## src/hw/video_format_pkg.sv

```systemverilog
// video stream format definitions
// pixel and channel layout, frame sizes and packet type codes
`default_nettype none

package video_format_pkg;

   // colour channel layout
   localparam int chan_w    = 8;
   localparam int num_chans = 3;

   // channel 0 sits in the low byte of the beat
   typedef logic [num_chans-1:0][chan_w-1:0] pixel_t;

   // one extra bit per channel holds the carry of a two-pixel sum
   typedef logic [num_chans-1:0][chan_w:0] pair_sum_t;

   // input frame, kept small
   localparam int in_width  = 32;
   localparam int in_height = 8;

   // output frame, 16 bits wide so the control packet can take nibbles from it
   localparam logic [15:0] out_width  = 16'(in_width / 2);
   localparam logic [15:0] out_height = 16'(in_height / 2);

   // low nibble of the first beat of a packet
   localparam logic [3:0] pkt_type_video = 4'h0;
   localparam logic [3:0] pkt_type_ctrl  = 4'hF;

endpackage

`default_nettype wire

```

## src/hw/halver_pkg.sv

```systemverilog
// size halver internal types
// controller states, output beat opcodes and raster position types
`default_nettype none

package halver_pkg;

   typedef enum logic [1:0] {
      st_idle,
      st_ctrl_pkt,
      st_vid_hdr,
      st_stream
   } ctrl_state_t;

   // what the output register loads on the next edge
   typedef enum logic [2:0] {
      op_none,
      op_ctrl_0,
      op_ctrl_1,
      op_ctrl_2,
      op_ctrl_3,
      op_vid_hdr,
      op_pixel,
      op_pixel_last
   } beat_op_t;

   // input raster position
   typedef logic [$clog2(video_format_pkg::in_width)-1:0]  col_t;
   typedef logic [$clog2(video_format_pkg::in_height)-1:0] row_t;

endpackage

`default_nettype wire

```

## src/hw/halver_ctrl.sv

```systemverilog
// size halver controller
// detects video packets, sequences the control packet and header,
// and paces the sink against the output register
`default_nettype none

module halver_ctrl (
   input  logic                 clk,
   input  logic                 reset,
   input  logic                 din_valid,
   input  logic                 din_startofpacket,
   input  logic                 din_endofpacket,
   input  logic [3:0]           din_type,
   output logic                 din_ready,
   input  logic                 slot_free,
   input  logic                 in_last,
   input  logic                 avg_valid,
   output halver_pkg::beat_op_t beat_op,
   output logic                 pix_take,
   output logic                 frame_start
);

   import video_format_pkg::*;
   import halver_pkg::*;

   ctrl_state_t state;
   ctrl_state_t next_state;
   logic [1:0]  ctrl_cnt;

   always_ff @(posedge clk or posedge reset)
   begin
      if (reset)
      begin
         state    <= st_idle;
         ctrl_cnt <= 2'd0;
      end
      else
      begin
         state <= next_state;
         // wraps back to zero after the fourth control beat
         if (state == st_ctrl_pkt && slot_free)
         begin
            ctrl_cnt <= ctrl_cnt + 2'd1;
         end
      end
   end

   always_comb
   begin
      next_state  = state;
      beat_op     = op_none;
      din_ready   = 1'b0;
      pix_take    = 1'b0;
      frame_start = 1'b0;
      case (state)
         st_idle:
         begin
            // swallow everything until a video packet starts
            din_ready = 1'b1;
            if (din_valid && din_startofpacket && din_type == pkt_type_video)
            begin
               frame_start = 1'b1;
               next_state  = st_ctrl_pkt;
            end
         end
         st_ctrl_pkt:
         begin
            if (slot_free)
            begin
               case (ctrl_cnt)
                  2'd0: beat_op = op_ctrl_0;
                  2'd1: beat_op = op_ctrl_1;
                  2'd2: beat_op = op_ctrl_2;
                  default:
                  begin
                     beat_op    = op_ctrl_3;
                     next_state = st_vid_hdr;
                  end
               endcase
            end
         end
         st_vid_hdr:
         begin
            if (slot_free)
            begin
               beat_op    = op_vid_hdr;
               next_state = st_stream;
            end
         end
         st_stream:
         begin
            // a pixel is only taken when its result has somewhere to go
            din_ready = slot_free;
            pix_take  = din_valid && slot_free;
            if (pix_take && in_last)
            begin
               beat_op    = op_pixel_last;
               next_state = st_idle;
            end
            else if (avg_valid)
            begin
               beat_op = op_pixel;
            end
         end
         default:
         begin
            next_state = st_idle;
         end
      endcase
   end

   // input end of packet must line up with the raster position
   eop_on_last_pixel: assert property (@(posedge clk) disable iff (reset)
      (state == st_stream && pix_take && din_endofpacket) |-> in_last);

endmodule

`default_nettype wire

```

## src/hw/raster_counter.sv

```systemverilog
// raster counter
// tracks column and row of the accepted input pixel stream
`default_nettype none

module raster_counter (
   input  logic             clk,
   input  logic             reset,
   input  logic             frame_start,
   input  logic             pix_take,
   output halver_pkg::col_t col,
   output halver_pkg::row_t row,
   output logic             in_last
);

   import video_format_pkg::*;
   import halver_pkg::*;

   logic at_last_col;
   logic at_last_row;

   assign at_last_col = (col == col_t'(in_width - 1));
   assign at_last_row = (row == row_t'(in_height - 1));
   assign in_last     = at_last_col && at_last_row;

   always_ff @(posedge clk or posedge reset)
   begin
      if (reset)
      begin
         col <= '0;
         row <= '0;
      end
      else if (frame_start)
      begin
         col <= '0;
         row <= '0;
      end
      else if (pix_take)
      begin
         if (at_last_col)
         begin
            col <= '0;
            row <= at_last_row ? '0 : row + row_t'(1);
         end
         else
         begin
            col <= col + col_t'(1);
         end
      end
   end

   // once the last row is done, no pixel arrives before a new frame header
   no_row_overrun: assert property (@(posedge clk) disable iff (reset)
      (pix_take && in_last) |=> !pix_take);

endmodule

`default_nettype wire

```

## src/hw/pixel_averager.sv

```systemverilog
// 2x2 pixel averager
// pairs pixels horizontally, buffers the even-row pair sums and
// averages each colour channel over the block on the odd row
`default_nettype none

module pixel_averager (
   input  logic                     clk,
   input  logic                     pix_take,
   input  video_format_pkg::pixel_t din_data,
   input  halver_pkg::col_t         col,
   input  halver_pkg::row_t         row,
   output logic                     avg_valid,
   output video_format_pkg::pixel_t avg_pixel
);

   import video_format_pkg::*;
   import halver_pkg::*;

   pixel_t    first_pix;
   pair_sum_t pair_sum;
   pair_sum_t line_buf [out_width];
   logic [$bits(col_t)-2:0] pair_idx;
   logic [num_chans-1:0][chan_w+1:0] quad_sum;

   // one buffer entry per horizontal pair
   assign pair_idx = col[$bits(col_t)-1:1];

   // left pixel of the current pair
   always_ff @(posedge clk)
   begin
      if (pix_take && !col[0])
      begin
         first_pix <= din_data;
      end
   end

   always_comb
   begin
      for (int c = 0; c < num_chans; c++)
      begin
         pair_sum[c] = {1'b0, first_pix[c]} + {1'b0, din_data[c]};
      end
   end

   // even rows leave their pair sums for the row below
   always_ff @(posedge clk)
   begin
      if (pix_take && col[0] && !row[0])
      begin
         line_buf[pair_idx] <= pair_sum;
      end
   end

   // each channel summed on its own, so no carry crosses into a neighbour
   always_comb
   begin
      for (int c = 0; c < num_chans; c++)
      begin
         quad_sum[c]  = {1'b0, line_buf[pair_idx][c]} + {1'b0, pair_sum[c]};
         avg_pixel[c] = quad_sum[c][chan_w+1:2];
      end
   end

   // right pixel of an odd row closes the block
   assign avg_valid = pix_take && col[0] && row[0];

endmodule

`default_nettype wire

```

## src/hw/packet_source.sv

```systemverilog
// output packet register
// holds one source beat and formats control, header and pixel data
`default_nettype none

module packet_source (
   input  logic                     clk,
   input  logic                     reset,
   input  halver_pkg::beat_op_t     beat_op,
   input  video_format_pkg::pixel_t avg_pixel,
   input  logic                     dout_ready,
   output logic                     slot_free,
   output video_format_pkg::pixel_t dout_data,
   output logic                     dout_valid,
   output logic                     dout_startofpacket,
   output logic                     dout_endofpacket
);

   import video_format_pkg::*;
   import halver_pkg::*;

   // empty, or the beat in it leaves on this edge
   assign slot_free = !dout_valid || dout_ready;

   always_ff @(posedge clk or posedge reset)
   begin
      if (reset)
      begin
         dout_valid         <= 1'b0;
         dout_startofpacket <= 1'b0;
         dout_endofpacket   <= 1'b0;
      end
      else if (slot_free)
      begin
         dout_valid         <= (beat_op != op_none);
         dout_startofpacket <= (beat_op == op_ctrl_0) || (beat_op == op_vid_hdr);
         dout_endofpacket   <= (beat_op == op_ctrl_3) || (beat_op == op_pixel_last);
      end
   end

   // control fields go out one nibble per byte
   always_ff @(posedge clk)
   begin
      if (slot_free && beat_op != op_none)
      begin
         case (beat_op)
            op_ctrl_0:  dout_data <= {20'h0, pkt_type_ctrl};
            op_ctrl_1:  dout_data <= {4'h0, out_width[7:4], 4'h0, out_width[11:8],
                                      4'h0, out_width[15:12]};
            op_ctrl_2:  dout_data <= {4'h0, out_height[11:8], 4'h0, out_height[15:12],
                                      4'h0, out_width[3:0]};
            // 3 is the progressive interlace code
            op_ctrl_3:  dout_data <= {4'h0, 4'h3, 4'h0, out_height[3:0],
                                      4'h0, out_height[7:4]};
            op_vid_hdr: dout_data <= {20'h0, pkt_type_video};
            default:    dout_data <= avg_pixel;
         endcase
      end
   end

   stall_holds_beat: assert property (@(posedge clk) disable iff (reset)
      (dout_valid && !dout_ready) |=> ($stable(dout_data) && dout_valid
         && $stable(dout_startofpacket) && $stable(dout_endofpacket)));

endmodule

`default_nettype wire

```

## src/hw/halver_top.sv

```systemverilog
// video size halver top level
// connects the controller, raster counter, averager and output register
`default_nettype none

module halver_top (
   input  logic                     clk,
   input  logic                     reset,
   input  video_format_pkg::pixel_t din_data,
   input  logic                     din_valid,
   input  logic                     din_startofpacket,
   input  logic                     din_endofpacket,
   output logic                     din_ready,
   output video_format_pkg::pixel_t dout_data,
   output logic                     dout_valid,
   output logic                     dout_startofpacket,
   output logic                     dout_endofpacket,
   input  logic                     dout_ready
);

   import video_format_pkg::*;
   import halver_pkg::*;

   beat_op_t beat_op;
   col_t     col;
   row_t     row;
   pixel_t   avg_pixel;
   logic     slot_free;
   logic     pix_take;
   logic     frame_start;
   logic     in_last;
   logic     avg_valid;

   halver_ctrl ctrl_i (
      .clk               (clk),
      .reset             (reset),
      .din_valid         (din_valid),
      .din_startofpacket (din_startofpacket),
      .din_endofpacket   (din_endofpacket),
      .din_type          (din_data[0][3:0]),
      .din_ready         (din_ready),
      .slot_free         (slot_free),
      .in_last           (in_last),
      .avg_valid         (avg_valid),
      .beat_op           (beat_op),
      .pix_take          (pix_take),
      .frame_start       (frame_start)
   );

   raster_counter raster_i (
      .clk         (clk),
      .reset       (reset),
      .frame_start (frame_start),
      .pix_take    (pix_take),
      .col         (col),
      .row         (row),
      .in_last     (in_last)
   );

   pixel_averager avg_i (
      .clk       (clk),
      .pix_take  (pix_take),
      .din_data  (din_data),
      .col       (col),
      .row       (row),
      .avg_valid (avg_valid),
      .avg_pixel (avg_pixel)
   );

   packet_source source_i (
      .clk                (clk),
      .reset              (reset),
      .beat_op            (beat_op),
      .avg_pixel          (avg_pixel),
      .dout_ready         (dout_ready),
      .slot_free          (slot_free),
      .dout_data          (dout_data),
      .dout_valid         (dout_valid),
      .dout_startofpacket (dout_startofpacket),
      .dout_endofpacket   (dout_endofpacket)
   );

endmodule

`default_nettype wire

```

## config.mk

```make
export PLATFORM = sky130hd
export DESIGN_NAME = halver_top
export DESIGN_NICKNAME = d
export VERILOG_FILES = /design/src/hw/video_format_pkg.sv /design/src/hw/halver_pkg.sv /design/src/hw/halver_ctrl.sv /design/src/hw/raster_counter.sv /design/src/hw/pixel_averager.sv /design/src/hw/packet_source.sv /design/src/hw/halver_top.sv
export SDC_FILE = /design/constraint.sdc
export NUM_CORES = 1
export LEC_CHECK = 0
export BUFFER_PORTS_ARGS = -buffer_cell sky130_fd_sc_hd__buf_2
export CORE_ASPECT_RATIO = 1.25
export CORE_MARGIN = 8
export CORE_UTILIZATION = 55
export CTS_CLUSTER_DIAMETER = 120
export DETAILED_ROUTE_END_ITERATION = 12
export GPL_TIMING_DRIVEN = 0
export MAX_ROUTING_LAYER = met4
export PLACE_DENSITY = 0.84
export SETUP_SLACK_MARGIN = 0.5
export SYNTH_ARGS = -nofsm -noshare
export SYNTH_HDL_FRONTEND = slang
export SYNTH_HIERARCHICAL = 1
export SYNTH_SLANG_ARGS = --single-unit
export TNS_END_PERCENT = 5
```

## constraint.sdc

```tcl
create_clock -name clk -period 5.45 [get_ports clk]
set_input_delay 0.2725 -clock clk [delete_from_list [all_inputs] [get_ports clk]]
set_output_delay 0.2725 -clock clk [all_outputs]
set_load 0.02 [all_outputs]
```

-- After elaboration in Yosys (flattened, before gate mapping)
Memories as Yosys holds them, arrays and structs flattened.
Index checks and enable logic that the tools add are counted.
- ROM bits: 0
- latch bits: 0
- flip-flop bits (word level): 63
- memories: 1
- input port bits: 30
- memory bits (writable): 432
- order comparisons: 0
- $add $sub $neg: 9
- reductions and logical operators: 27
- div/mod/pow operators: 0
- multipliers: 0
- bitwise gates (word level): 0
- muxes and demuxes: 26
- shifts and indexed selects: 0
- eq/ne operators: 18
- memory list (name ; words ; width ; rd ports ; clocked after memory_dff ; wr ports ; line ; source):
    avg_i.line_buf ; 16 ; 27 ; 1 ; 0 ; 1 ; pixel_averager.sv:21 ; pair_sum_t line_buf [out_width];
- operators by type and width (kind ; number):
    24-bit case mux with 4 select lines ; 1
    9-bit by 9-bit adder with 10-bit output ; 3
    8-bit by 8-bit adder with 9-bit output ; 3
    3-bit two-way mux ; 8
    3-bit case mux with 3 select lines ; 2
    5-bit two-way mux ; 3
    3-bit == test, second input constant ; 4
    1-bit logical AND ; 11
    2-bit two-way mux ; 5
    2-bit by 1-bit != test with 1-bit output, second input constant ; 4
    2-bit case mux with 4 select lines ; 1
    2-bit == test, second input constant ; 3
    3-bit by 2-bit == test with 1-bit output, second input constant ; 2
    5-bit by 1-bit adder with 5-bit output, second input constant ; 1
    5-bit == test, second input constant ; 1
    1-bit two-way mux ; 5
    5-bit AND reduction ; 1
    2-bit by 1-bit == test with 1-bit output, second input constant ; 2
    2-bit zero test ; 2
    4-bit zero test ; 1
    2-bit nonzero test ; 2
    3-bit by 1-bit adder with 3-bit output, second input constant ; 1
    3-bit by 1-bit == test with 1-bit output, second input constant ; 1
    1-bit zero test ; 3
    8 further kinds ; 10

-- Depth between registers and ports, before layout
Gate-level depths: netlist of the first run.
- depth after elaboration: 12
- gate-level depth with buffers: 18
- depth with buffers taken out: 16

-- By module
The synthesis of the first run kept the hierarchy.
- by module, submodules not included (module ; area each (um^2) ; sequential area each (um^2) ; times used ; cells an instance):
    pixel_averager ; 18896.9 ; 13693.1 ; 1 ; 905
    packet_source ; 1139.8 ; 795.8 ; 1 ; 84
    raster_counter ; 440.4 ; 200.2 ; 1 ; 46
    halver_ctrl ; 381.6 ; 100.1 ; 1 ; 45

-- Worst setup path before layout of the first run
Ideal clock, no wire load.
- path kind: register to register
- from: reg raster_i.col[1]
- to: reg source_i/dout_data[15] (netlist bit), data pin
- path slack: 502 ps
- buffers on the path: 6
- arrival: 4694 ps
- stages on the path, launching flop included: 19
- required time: 5195 ps
- cells stage by stage: dfrtp_1 buf_6 buf_6 buf_4 buf_2 buf_2 buf_2 mux4_2 mux4_2 ha_1 and4b_1 a22o_1 nor3_1 a211oi_1 or2_1 maj3_2 a21oi_2 o21ai_0 and2_1
- RTL lines (item ; line ; source):
    start: declaration ; raster_counter.sv:10 ; output halver_pkg::col_t col,
    start signal: assignment ; raster_counter.sv:46 ; col <= col + col_t'(1);
    end signal: assignment ; packet_source.sv:46 ; op_ctrl_0: dout_data <= {20'h0, pkt_type_ctrl};
    end signal: assignment ; packet_source.sv:47 ; op_ctrl_1: dout_data <= {4'h0, out_width[7:4], 4'h0, out_width[11:8],
    end signal: assignment ; packet_source.sv:49 ; op_ctrl_2: dout_data <= {4'h0, out_height[11:8], 4'h0, out_height[15:12],
    end: declaration ; packet_source.sv:12 ; output video_format_pkg::pixel_t dout_data,

==> results.yml, run 1 <==
run_status:
  status: "complete, no violations"
route:
  drt_wl_total_um: 52500
  drt_iter0_markers: 1429
  drt-wirelength-per-cell_um: 29.8
  avgViaCountPerCell: 6.56
  drcViolationCount: 0
  firstDrtPassIters: 5
  antenna_left: 0
  via_count: 11600
global_route:
  met3_usage_pct: 4.52
  grt_pass1_vias: 12100
  met1_usage_pct: 27.5
  antenna_found_initial: 1
  grt_pass1_wl_um: 77200
  grt-busiest-layer: "met2"
  grt.overflow.total: 0
  grt_max_degree: 25
  use_met2_pct: 41.8
  grt_usage_pct: 24.5
floorplan:
  initial_core_util_pct: 55.8
  dieArea_sq_um: 44500
  fp-row-count: 79
  core_sq_um: 37400
  die_w_um: 190
  ios: 58
  die_y_um: 234
clock_tree:
  root_buffer: "clkbuf_16"
  cts_tree: "yes"
  cts.sinks: 495
  clock_path_buffers: 3
  numCtsBuffers: 46
  htreeDepth: 2
  insertion_delay_ps: 590
  cts.clk_slew.worst_paths_ps: 70
placed_design:
  place_congestion: 0.853
  io_buffers: 56
  dp_hpwl_um: 31800
logic_synthesis:
  syn-cell-area_sq_um: 20900
  avgSynthCellArea_sq_um: 19.3
  netlist.area_leader.share_pct: 69.1
  synth_edf_count: 480
  synthesis.nets: 1170
  synth_most_common_cell: "edfxtp_1"
  ys_top_cells_by_area: "edfxtp_1 (69%), mux4_2 (14%), ha_1 (3.4%), dfrtp_1 (1.8%), xnor2_1 (1.2%)"
  ys_types: 62
  yosys.area.top_type: "edfxtp_1"
  ys_seq_elements: 495
  synth_flop_cell: "edfxtp_1"
  synth_common_cells: "edfxtp_1 (480), mux4_2 (130), ha_1 (57), nor2_1 (46)"
  ys_seq_area_share_pct: 70.9
  netlist_instances: 1080
  async_flop_share_pct: 3.03
  yosys_warnings: 6
timing:
  relSlewSlack_pct: 3.52
  period_share_pct: 89.8
  rsz0062_at_grt: "yes"
  setup_viol: 0
  drv_slew: 0
  fin_hold_ws_ps: 85.6
  worst_pin_slew_ps: 1440
  hold_viol: 0
  fmax_mhz: 204
  tns_ps: 0
  min_period_ps: 4890
  skew_ps: 31.1
layout:
  area_growth_pct: 16.9
  finalNetCount: 1329
  multiInputGateArea_sq_um: 5890
  final_util_pct: 65.3
  layout-drive-gt1-share_pct: 28.1
  seqCellArea_sq_um: 14800
  fillers: 2293
min_path:
  min_path_type: "in -> reg"
pwr:
  swShare_pct: 31.8
  p_clk_share_pct: 27.8
  internal_power_uw: 8320
  seqPwrFrac_pct: 39.3
  vdd_ir_drop_max_mv: 0.267
  power_uw: 12200
  leakagePower_uw: 0.00818
  netSwitchingPower_uw: 3880
  pwr_density_cell_nw_per_um2: 500
  power_frac_comb_pct: 32.8
job:
  drv_cap: 0
setup_path:
  critPathLaunchType: "register"
  critPathCaptureType: "register"
  required_ps: 5770
  path_class: "reg -> reg"
  worstPathMaxFanout: 10
  cp.arrival_ps: 5220
[cell families (layout without fill, tap and decap cells)]
family / count (synthesis) / in the layout / synth area share [%]
AND/OR/NAND/NOR: 161 / 161 / 4.06
buffers and inverters: 72 / 268 / 1.63
flip-flops: 495 / 495 / 70.9
multiplexers: 139 / 139 / 14.5
AO/OA/AOI/OAI: 110 / 110 / 3.40
XOR/XNOR: 41 / 41 / 1.72
other: 0 / 1 / 0
adder cells (fa/ha/maj): 62 / 62 / 3.81
[power by group through the flow]
stage	combinational, uW	sequential (uW)	clock, uW
floorplan	2460	5000	0
global placement	3490	4870	0
detailed placement	3700	4880	0
CTS	3910	4800	3360
global route	4240	4820	3510
finish	4010	4800	3390
[per-stage QoR]
step / area, sq um / setup WS (ps) / instances
2_1_floorplan: 20900 / 502 / 1080
3_3_place_gp: 21700 / -2220 / 1622
3_5_place_dp: 22300 / -765 / 1648
4_1_cts: 24300 / 485 / 1759
5_1_grt: 24400 / 458 / 1763
6_report: 24400 / 555 / 1763
[critical path, stage by stage, from the launching register on]
cell and delay, ps:
dfrtp_2 410, buf_4 200, buf_6 190, buf_6 210, buf_6 180, buf_6 190
buf_6 190, mux4_2 330, mux4_2 500, ha_2 330, and4b_1 210, a22o_1 300
nor3_2 160, a211oi_1 130, or2_1 280, maj3_2 390, a21oi_4 180, o21ai_0 100
and2_1 140
[placed cells by master (no fill, tap or decap), types with 23 or more instances in the layout]
cell type,count
inv_1,30
mux4_2,130
edfxtp_1,480
dlygate4sd3_1,25
a21oi_1,29
buf_2,60
nand2_1,23
clkbuf_16,48
ha_1,56
nor2_1,33
xnor2_1,28
[registers in the layout (all words and copies together), names as in the netlist]
signal / flops
source_i/dout_data: 24
ctrl_i/ctrl_cnt: 2
ctrl_i/state: 2
raster_i/row: 3
source_i/dout_endofpacket: 1
avg_i/line_buf: 432
avg_i/first_pix: 24
source_i/dout_valid: 1
source_i/dout_startofpacket: 1
raster_i/col: 5
[area by class of cell]
class,instances,area share [%]
multi-input cells,513,24.1
inverters,31,0.477
clock inverters,33,1.45
repair buffers,111,4.18
diodes,1,0.0103
plain buffers,41,1.69
well taps,486,2.49
flip-flops and latches,495,60.6
clock buffers,52,4.90
[path summary, 6_finish.rpt]
path,from,endpoint,slack (ps),cells past startpoint
worst max-delay path,raster_i/col[2]$_DFFE_PP0P_,source_i/dout_data[15]$_DFFE_PP_,560,18
worst min-delay path,dout_ready,source_i/dout_endofpacket$_DFFE_PP0P_,90,4
worst max register to register,raster_i/col[2]$_DFFE_PP0P_,source_i/dout_data[15]$_DFFE_PP_,560,18
worst min register to register,source_i/dout_endofpacket$_DFFE_PP0P_,source_i/dout_endofpacket$_DFFE_PP0P_,520,2
max in group asynchronous,reset,raster_i/col[2]$_DFFE_PP0P_,4920,3
min in group asynchronous,reset,source_i/dout_valid$_DFFE_PP0P_,150,3
[layer usage]
metal / wire length (um) / up-vias
li1: - / 4715
met1: 18100 / 5925
met2: 27400 / 759
met3: 4680 / 169
met4: 2310 / 0
met5: 0 / -
[what timing repair did]
item / 4_1_cts / 5_1_grt
hold endpoints to repair: 39 / 0
setup buffers: 1 / 3
pin swaps: 0 / 0
hold buffers: 25 / 0
gates resized for setup: 56 / 15
endpoints found under the setup margin: 24 / 14
Power figures use the tool's default switching activity.
==> run 2: changes to the inputs <==
--- a/config.mk
+++ b/config.mk
@@ -8,5 +8,7 @@
 export BUFFER_PORTS_ARGS = -buffer_cell sky130_fd_sc_hd__buf_2
+export CELL_PAD_IN_SITES_DETAIL_PLACEMENT = 1
+export CELL_PAD_IN_SITES_GLOBAL_PLACEMENT = 2
 export CORE_ASPECT_RATIO = 1.25
 export CORE_MARGIN = 8
-export CORE_UTILIZATION = 55
+export CORE_UTILIZATION = 49
 export CTS_CLUSTER_DIAMETER = 120
@@ -15,3 +17,3 @@
 export MAX_ROUTING_LAYER = met4
-export PLACE_DENSITY = 0.84
+export PLACE_DENSITY = 0.92
 export SETUP_SLACK_MARGIN = 0.5
==> constraint.sdc (replaced) <==
create_clock -name clk -period 5.45 [get_ports clk]
set_input_delay 0.8175 -clock clk [delete_from_list [all_inputs] [get_ports clk]]
set_output_delay 0.8175 -clock clk [all_outputs]
set_load 0.02 [all_outputs]
==> results.yml, run 2 (synthesis results as in run 1) <==
setup_path:
  worstPathMaxFanout: 10
  required_ps: 5900
  path_class: "reg -> reg"
  cp_top_family: "buffers and inverters"
  crit_buf_inv: 6
  cpMostUsedCell: "buf_8"
  cpPeakStageDelay_ps: 530
  critPathCaptureType: "register"
  timing.critical_path.from: "raster_i/col[2]$_DFFE_PP0P_"
  cp_slowest_cell: "mux4_2"
  r2r-start: "raster_i/col[2]$_DFFE_PP0P_"
  crit_chain: "buf_6, buf_8, buf_8, buf_6, buf_8, clkbuf_2, mux4_2, mux4_2, ha_1, nand2_1, or3_1, o21ai_0, o21ai_0, nand2b_1, xor2_1, a21o_1, a22o_1"
  critPathLaunchType: "register"
  cp.arrival_ps: 5330
placed_design:
  place_congestion: 0.794
  io_buffers: 56
  dp_hpwl_um: 35000
clock_tree:
  cts.sinks: 495
  cts_tree: "yes"
  cts.clk_slew.worst_paths_ps: 70
  htreeDepth: 2
  numCtsBuffers: 47
  insertion_delay_ps: 580
  root_buffer: "clkbuf_16"
  clock_path_buffers: 3
timing:
  period_share_pct: 89.5
  worst_pin_slew_ps: 1430
  rsz0062_at_grt: "yes"
  fin_hold_ws_ps: 137
  relSlewSlack_pct: 4.63
  hold_viol: 0
  drv_slew: 0
  min_period_ps: 4880
  skew_ps: 23.7
  fmax_mhz: 205
  setup_viol: 0
layout:
  final_util_pct: 57.7
  area_growth_pct: 16.4
  largest_reg_flops: 432
  layout_commonest_cell: "edfxtp_1"
  top_register: "avg_i/line_buf"
  n_antenna_cell: 0
  top_regs: "avg_i/line_buf: 432 flops, avg_i/first_pix: 24 flops, source_i/dout_data: 24 flops"
  layout-drive-gt1-share_pct: 29.6
  final_cell_mix: "edfxtp_1 (480), mux4_2 (130), buf_2 (61), ha_1 (56), clkbuf_16 (49)"
  finalNetCount: 1319
floorplan:
  fp-row-count: 84
  die_w_um: 201
  ios: 58
  initial_core_util_pct: 49.6
  die_y_um: 247
  dieArea_sq_um: 49500
  core_sq_um: 42000
route:
  drt_iter0_markers: 1069
  avgViaCountPerCell: 6.17
  drcViolationCount: 0
  firstDrtPassIters: 7
  drt_wl_total_um: 54400
  antenna_left: 0
  via_count: 11200
  drt-wirelength-per-cell_um: 29.9
pwr:
  leakagePower_uw: 0.00812
  pwr_density_cell_nw_per_um2: 496
  vdd_ir_drop_max_mv: 0.356
global_route:
  grt_pass1_wl_um: 79900
  antenna_found_initial: 1
  grt_usage_pct: 22.5
  grt_max_degree: 25
  grt_pass1_vias: 12100
  grt.overflow.total: 0
min_path:
  min_path_type: "in -> async"
run_status:
  status: "complete, no violations"
job:
  drv_cap: 0
run 2: changes by cell type in the layout (fill, tap and decap cells not counted), moves of 2 or more:
cell	delta
clkbuf_1	+6
buf_8	+3
buf_12	+3
xnor2_2	+4
clkinv_1	-3
clkbuf_2	-2
bufinv_16	-5
xnor2_1	-4
dlygate4sd3_1	-25
inv_6	-2
buf_4	+10
buf_16	-2
run 2: repair_timing:
| action | CTS | global route |
|---|---|---|
| endpoints found under the setup margin | 24 | 10 |
| gates cloned | 0 | 0 |
| hold buffers | 0 | 0 |
| pin swaps | 1 | 5 |
| setup buffers | 2 | 13 |
| resized for setup | 68 | 15 |
run 2: power by group:
group	leakage (uW)	switching [uW]	total [uW]	internal, uW
combinational	0.00289	2370	4120	1750
sequential	0.00452	73.8	4790	4720
clock	0.000707	1410	3130	1720
total	0.00812	3860	12000	8190
run 2: path summary, 6_finish.rpt:
check,cells past startpoint,end,slack [ps]
max in group asynchronous,2,raster_i/col[2]$_DFFE_PP0P_,4930
worst max register to register,17,source_i/dout_data[17]$_DFFE_PP_,570
worst min-delay path,2,source_i/dout_valid$_DFFE_PP0P_,140
worst min register to register,2,source_i/dout_endofpacket$_DFFE_PP0P_,480
worst max-delay path,17,source_i/dout_data[17]$_DFFE_PP_,570
min in group clk,1,avg_i/first_pix[4]$_DFFE_PP_,430
run 2: worst reg2reg max path, delay by kind of cell (launching register included):
family                     cells  cell delay [ps]
adders and majority gates      1              340
and+or+nand+nor                3              650
DFF                            1              430
AOI/OAI and AO/OA              4              750
buffers and inverters          6             1310
xor gates and xnor gates       1              370
muxes                          2              900
run 2: per-stage QoR:
stage	worst slack (ps)	instances	instance area (sq um)	setup TNS, ps	power, uW
detailed placement	-1070	1723	22400	-12690	8650
floorplan	502	1080	20900	0	7460
finish	575	1820	24300	0	12000
CTS	505	1806	24100	0	11900
global route	484	1820	24300	0	12400
global placement	-2310	1695	21800	-335630	8420
run 2: layout make-up:
type | count | area [sq um]
Clock buffer | 58 | 1250
Inverter | 31 | 116
Buffer | 41 | 460
Clock inverter | 23 | 179
Tap cell | 559 | 699
Sequential cell | 495 | 14800
Fill cell | 3713 | 17800
Timing Repair Buffer | 100 | 840
Multi-Input combinational cell | 513 | 5940
run 2: metal layers:
metal  vias up  wire length (um)  part of all wire, %  track usage [%]
met2       535             29200                   54             40.6
met5         -                 0                    0                -
li1       4685                 -                    -                -
met4         0              1870                  3.4             8.56
met3       128              3390                  6.2             2.58
met1      5888             19900                   37             25.7
==> run 3: changes to the inputs <==
MAX_ROUTING_LAYER = not set   (was met4)
==> results.yml, run 3 (synthesis results as in run 1) <==
run_status:
  status: "complete, no violations"
route:
  firstDrtPassIters: 6
  drt_iter0_markers: 1081
  drcViolationCount: 0
  avgViaCountPerCell: 6.15
  drt_wl_total_um: 54200
  drt-wirelength-per-cell_um: 29.8
  antenna_left: 0
  via_count: 11200
setup_path:
  required_ps: 5770
  r2r_end: "source_i/dout_data[5]$_DFFE_PP_"
  path_class: "reg -> reg"
  r2r_slack_ps: 570
  cp.arrival_ps: 5200
  cpPeakStageDelay_ps: 520
  critPathCaptureType: "register"
  worstSetupPathDepth: 17
  worstPathMaxFanout: 10
  critPathLaunchType: "register"
  crit_chain: "buf_6, buf_8, buf_8, buf_6, clkbuf_2, mux4_2, mux4_2, ha_1, nand2_1, a211oi_1, a31oi_2, a21oi_1, a21o_1, maj3_2, a21oi_4, xnor2_1, and2_1"
  r2r-start: "raster_i/col[2]$_DFFE_PP0P_"
  cp_top_family: "compound AO/OA/AOI/OAI gates"
  reg2regPathDepth: 17
  cp_slowest_cell: "mux4_2"
  crit_buf_inv: 5
timing:
  rsz0062_at_grt: "yes"
  fmax_mhz: 205
  hold_viol: 0
  relSlewSlack_pct: 4.83
  skew_ps: 22.1
  setup_viol: 0
  period_share_pct: 89.5
  drv_slew: 0
  worst_pin_slew_ps: 1420
  min_period_ps: 4880
clock_tree:
  cts_tree: "yes"
  root_buffer: "clkbuf_16"
  htreeDepth: 2
  cts.clk_slew.worst_paths_ps: 60
  insertion_delay_ps: 580
  clock_path_buffers: 3
  numCtsBuffers: 47
  cts.sinks: 495
floorplan:
  ios: 58
  die_w_um: 201
  die_y_um: 247
  dieArea_sq_um: 49500
  fp-row-count: 84
  initial_core_util_pct: 49.6
  core_sq_um: 42000
layout:
  multiInputGateArea_sq_um: 5940
  largest_reg_flops: 432
  fillers: 3713
  seqCellArea_sq_um: 14800
  finalNetCount: 1319
  layout-drive-gt1-share_pct: 29.7
  final_area_sq_um: 24300
  n_antenna_cell: 0
  top_register: "avg_i/line_buf"
  top_regs: "avg_i/line_buf: 432 flops, avg_i/first_pix: 24 flops, source_i/dout_data: 24 flops"
  instances_no_fill: 1820
  final_cell_mix: "edfxtp_1 (480), mux4_2 (130), buf_2 (61), ha_1 (56), clkbuf_16 (49)"
  area_growth_pct: 16.4
  layout_commonest_cell: "edfxtp_1"
pwr:
  seqPwrFrac_pct: 39.8
  vdd_ir_drop_max_mv: 0.349
  p_clk_share_pct: 26.0
  swShare_pct: 31.9
  internal_power_uw: 8190
  power_frac_comb_pct: 34.2
  netSwitchingPower_uw: 3840
  pwr_density_cell_nw_per_um2: 496
  leakagePower_uw: 0.00813
min_path:
  min_path_type: "in -> async"
global_route:
  grt_max_degree: 25
  antenna_found_initial: 1
  grt_usage_pct: 21.9
  grt_pass1_wl_um: 79800
  grt.overflow.total: 0
  grt_pass1_vias: 12100
placed_design:
  place_area_sq_um: 22400
  dp_cells: 1723
  place_congestion: 0.783
  dp_hpwl_um: 35000
  io_buffers: 56
job:
  drv_cap: 0
[run 3: cell counts in the layout (fill, tap and decap cells not counted)]
No cell type changed its count.
[run 3: per-layer routing]
metal  routed length [um]  global-route usage (%)  up-vias
met5                    0                       0        -
met4                 1960                    8.67        0
met3                 3150                    2.78      132
met2                29000                    40.5      490
met1                20100                    25.7     5882
li1                     -                       -     4690
[run 3: worst max-delay path by stage]
stage / end / slack [ps] / from
after global placement: avg_i/line_buf[3][8]$_DFFE_PP_ / -2310 / raster_i/col[2]$_DFFE_PP0P_
after detailed placement: source_i/dout_data[15]$_DFFE_PP_ / -1070 / raster_i/col[2]$_DFFE_PP0P_
final: source_i/dout_data[5]$_DFFE_PP_ / 570 / raster_i/col[2]$_DFFE_PP0P_
after CTS: source_i/dout_data[15]$_DFFE_PP_ / 510 / raster_i/col[1]$_DFFE_PP0P_
after global routing: source_i/dout_data[5]$_DFFE_PP_ / 430 / raster_i/col[1]$_DFFE_PP0P_
after floorplan: source_i/dout_data[15]$_DFFE_PP_ / 500 / raster_i/col[1]$_DFFE_PP0P_
[run 3: final cells by class]
| cell class | count | share of cell area (%) |
|---|---|---|
| tap | 559 | 2.88 |
| inverter | 31 | 0.479 |
| buffer | 41 | 1.90 |
| timing repair buffer | 100 | 3.46 |
| sequential | 495 | 60.9 |
| clock inverter | 23 | 0.737 |
| clock buffer | 58 | 5.14 |
| multi-input combinational | 513 | 24.5 |
[run 3: metrics by stage]
step           power, uW  setup WS (ps)  util [%]  hold slack, ps  setup TNS (ps)
2_1_floorplan       7460            502         -             473               0
3_3_place_gp        8420          -2310      51.9             458         -335630
3_5_place_dp        8650          -1070      53.3             474          -12690
4_1_cts            11900            505      57.2             130               0
5_1_grt            12400            434      57.7             137               0
6_report           12000            571      57.7             144               0
[run 3: repair_timing]
item | 4_1_cts | 5_1_grt
resized for setup | 68 | 17
endpoints found under the setup margin | 24 | 10
setup buffers | 2 | 13
hold buffers | 0 | 0
pin swaps | 1 | 5
[run 3: power by group through the flow]
stage                     sequential [uW]  clock, uW  combinational (uW)
after detailed placement             4880          0                3770
final                                4790       3130                4110
after floorplan                      5000          0                2460
after global routing                 4810       3240                4390
after global placement               4880          0                3540
after CTS                            4800       3140                3970
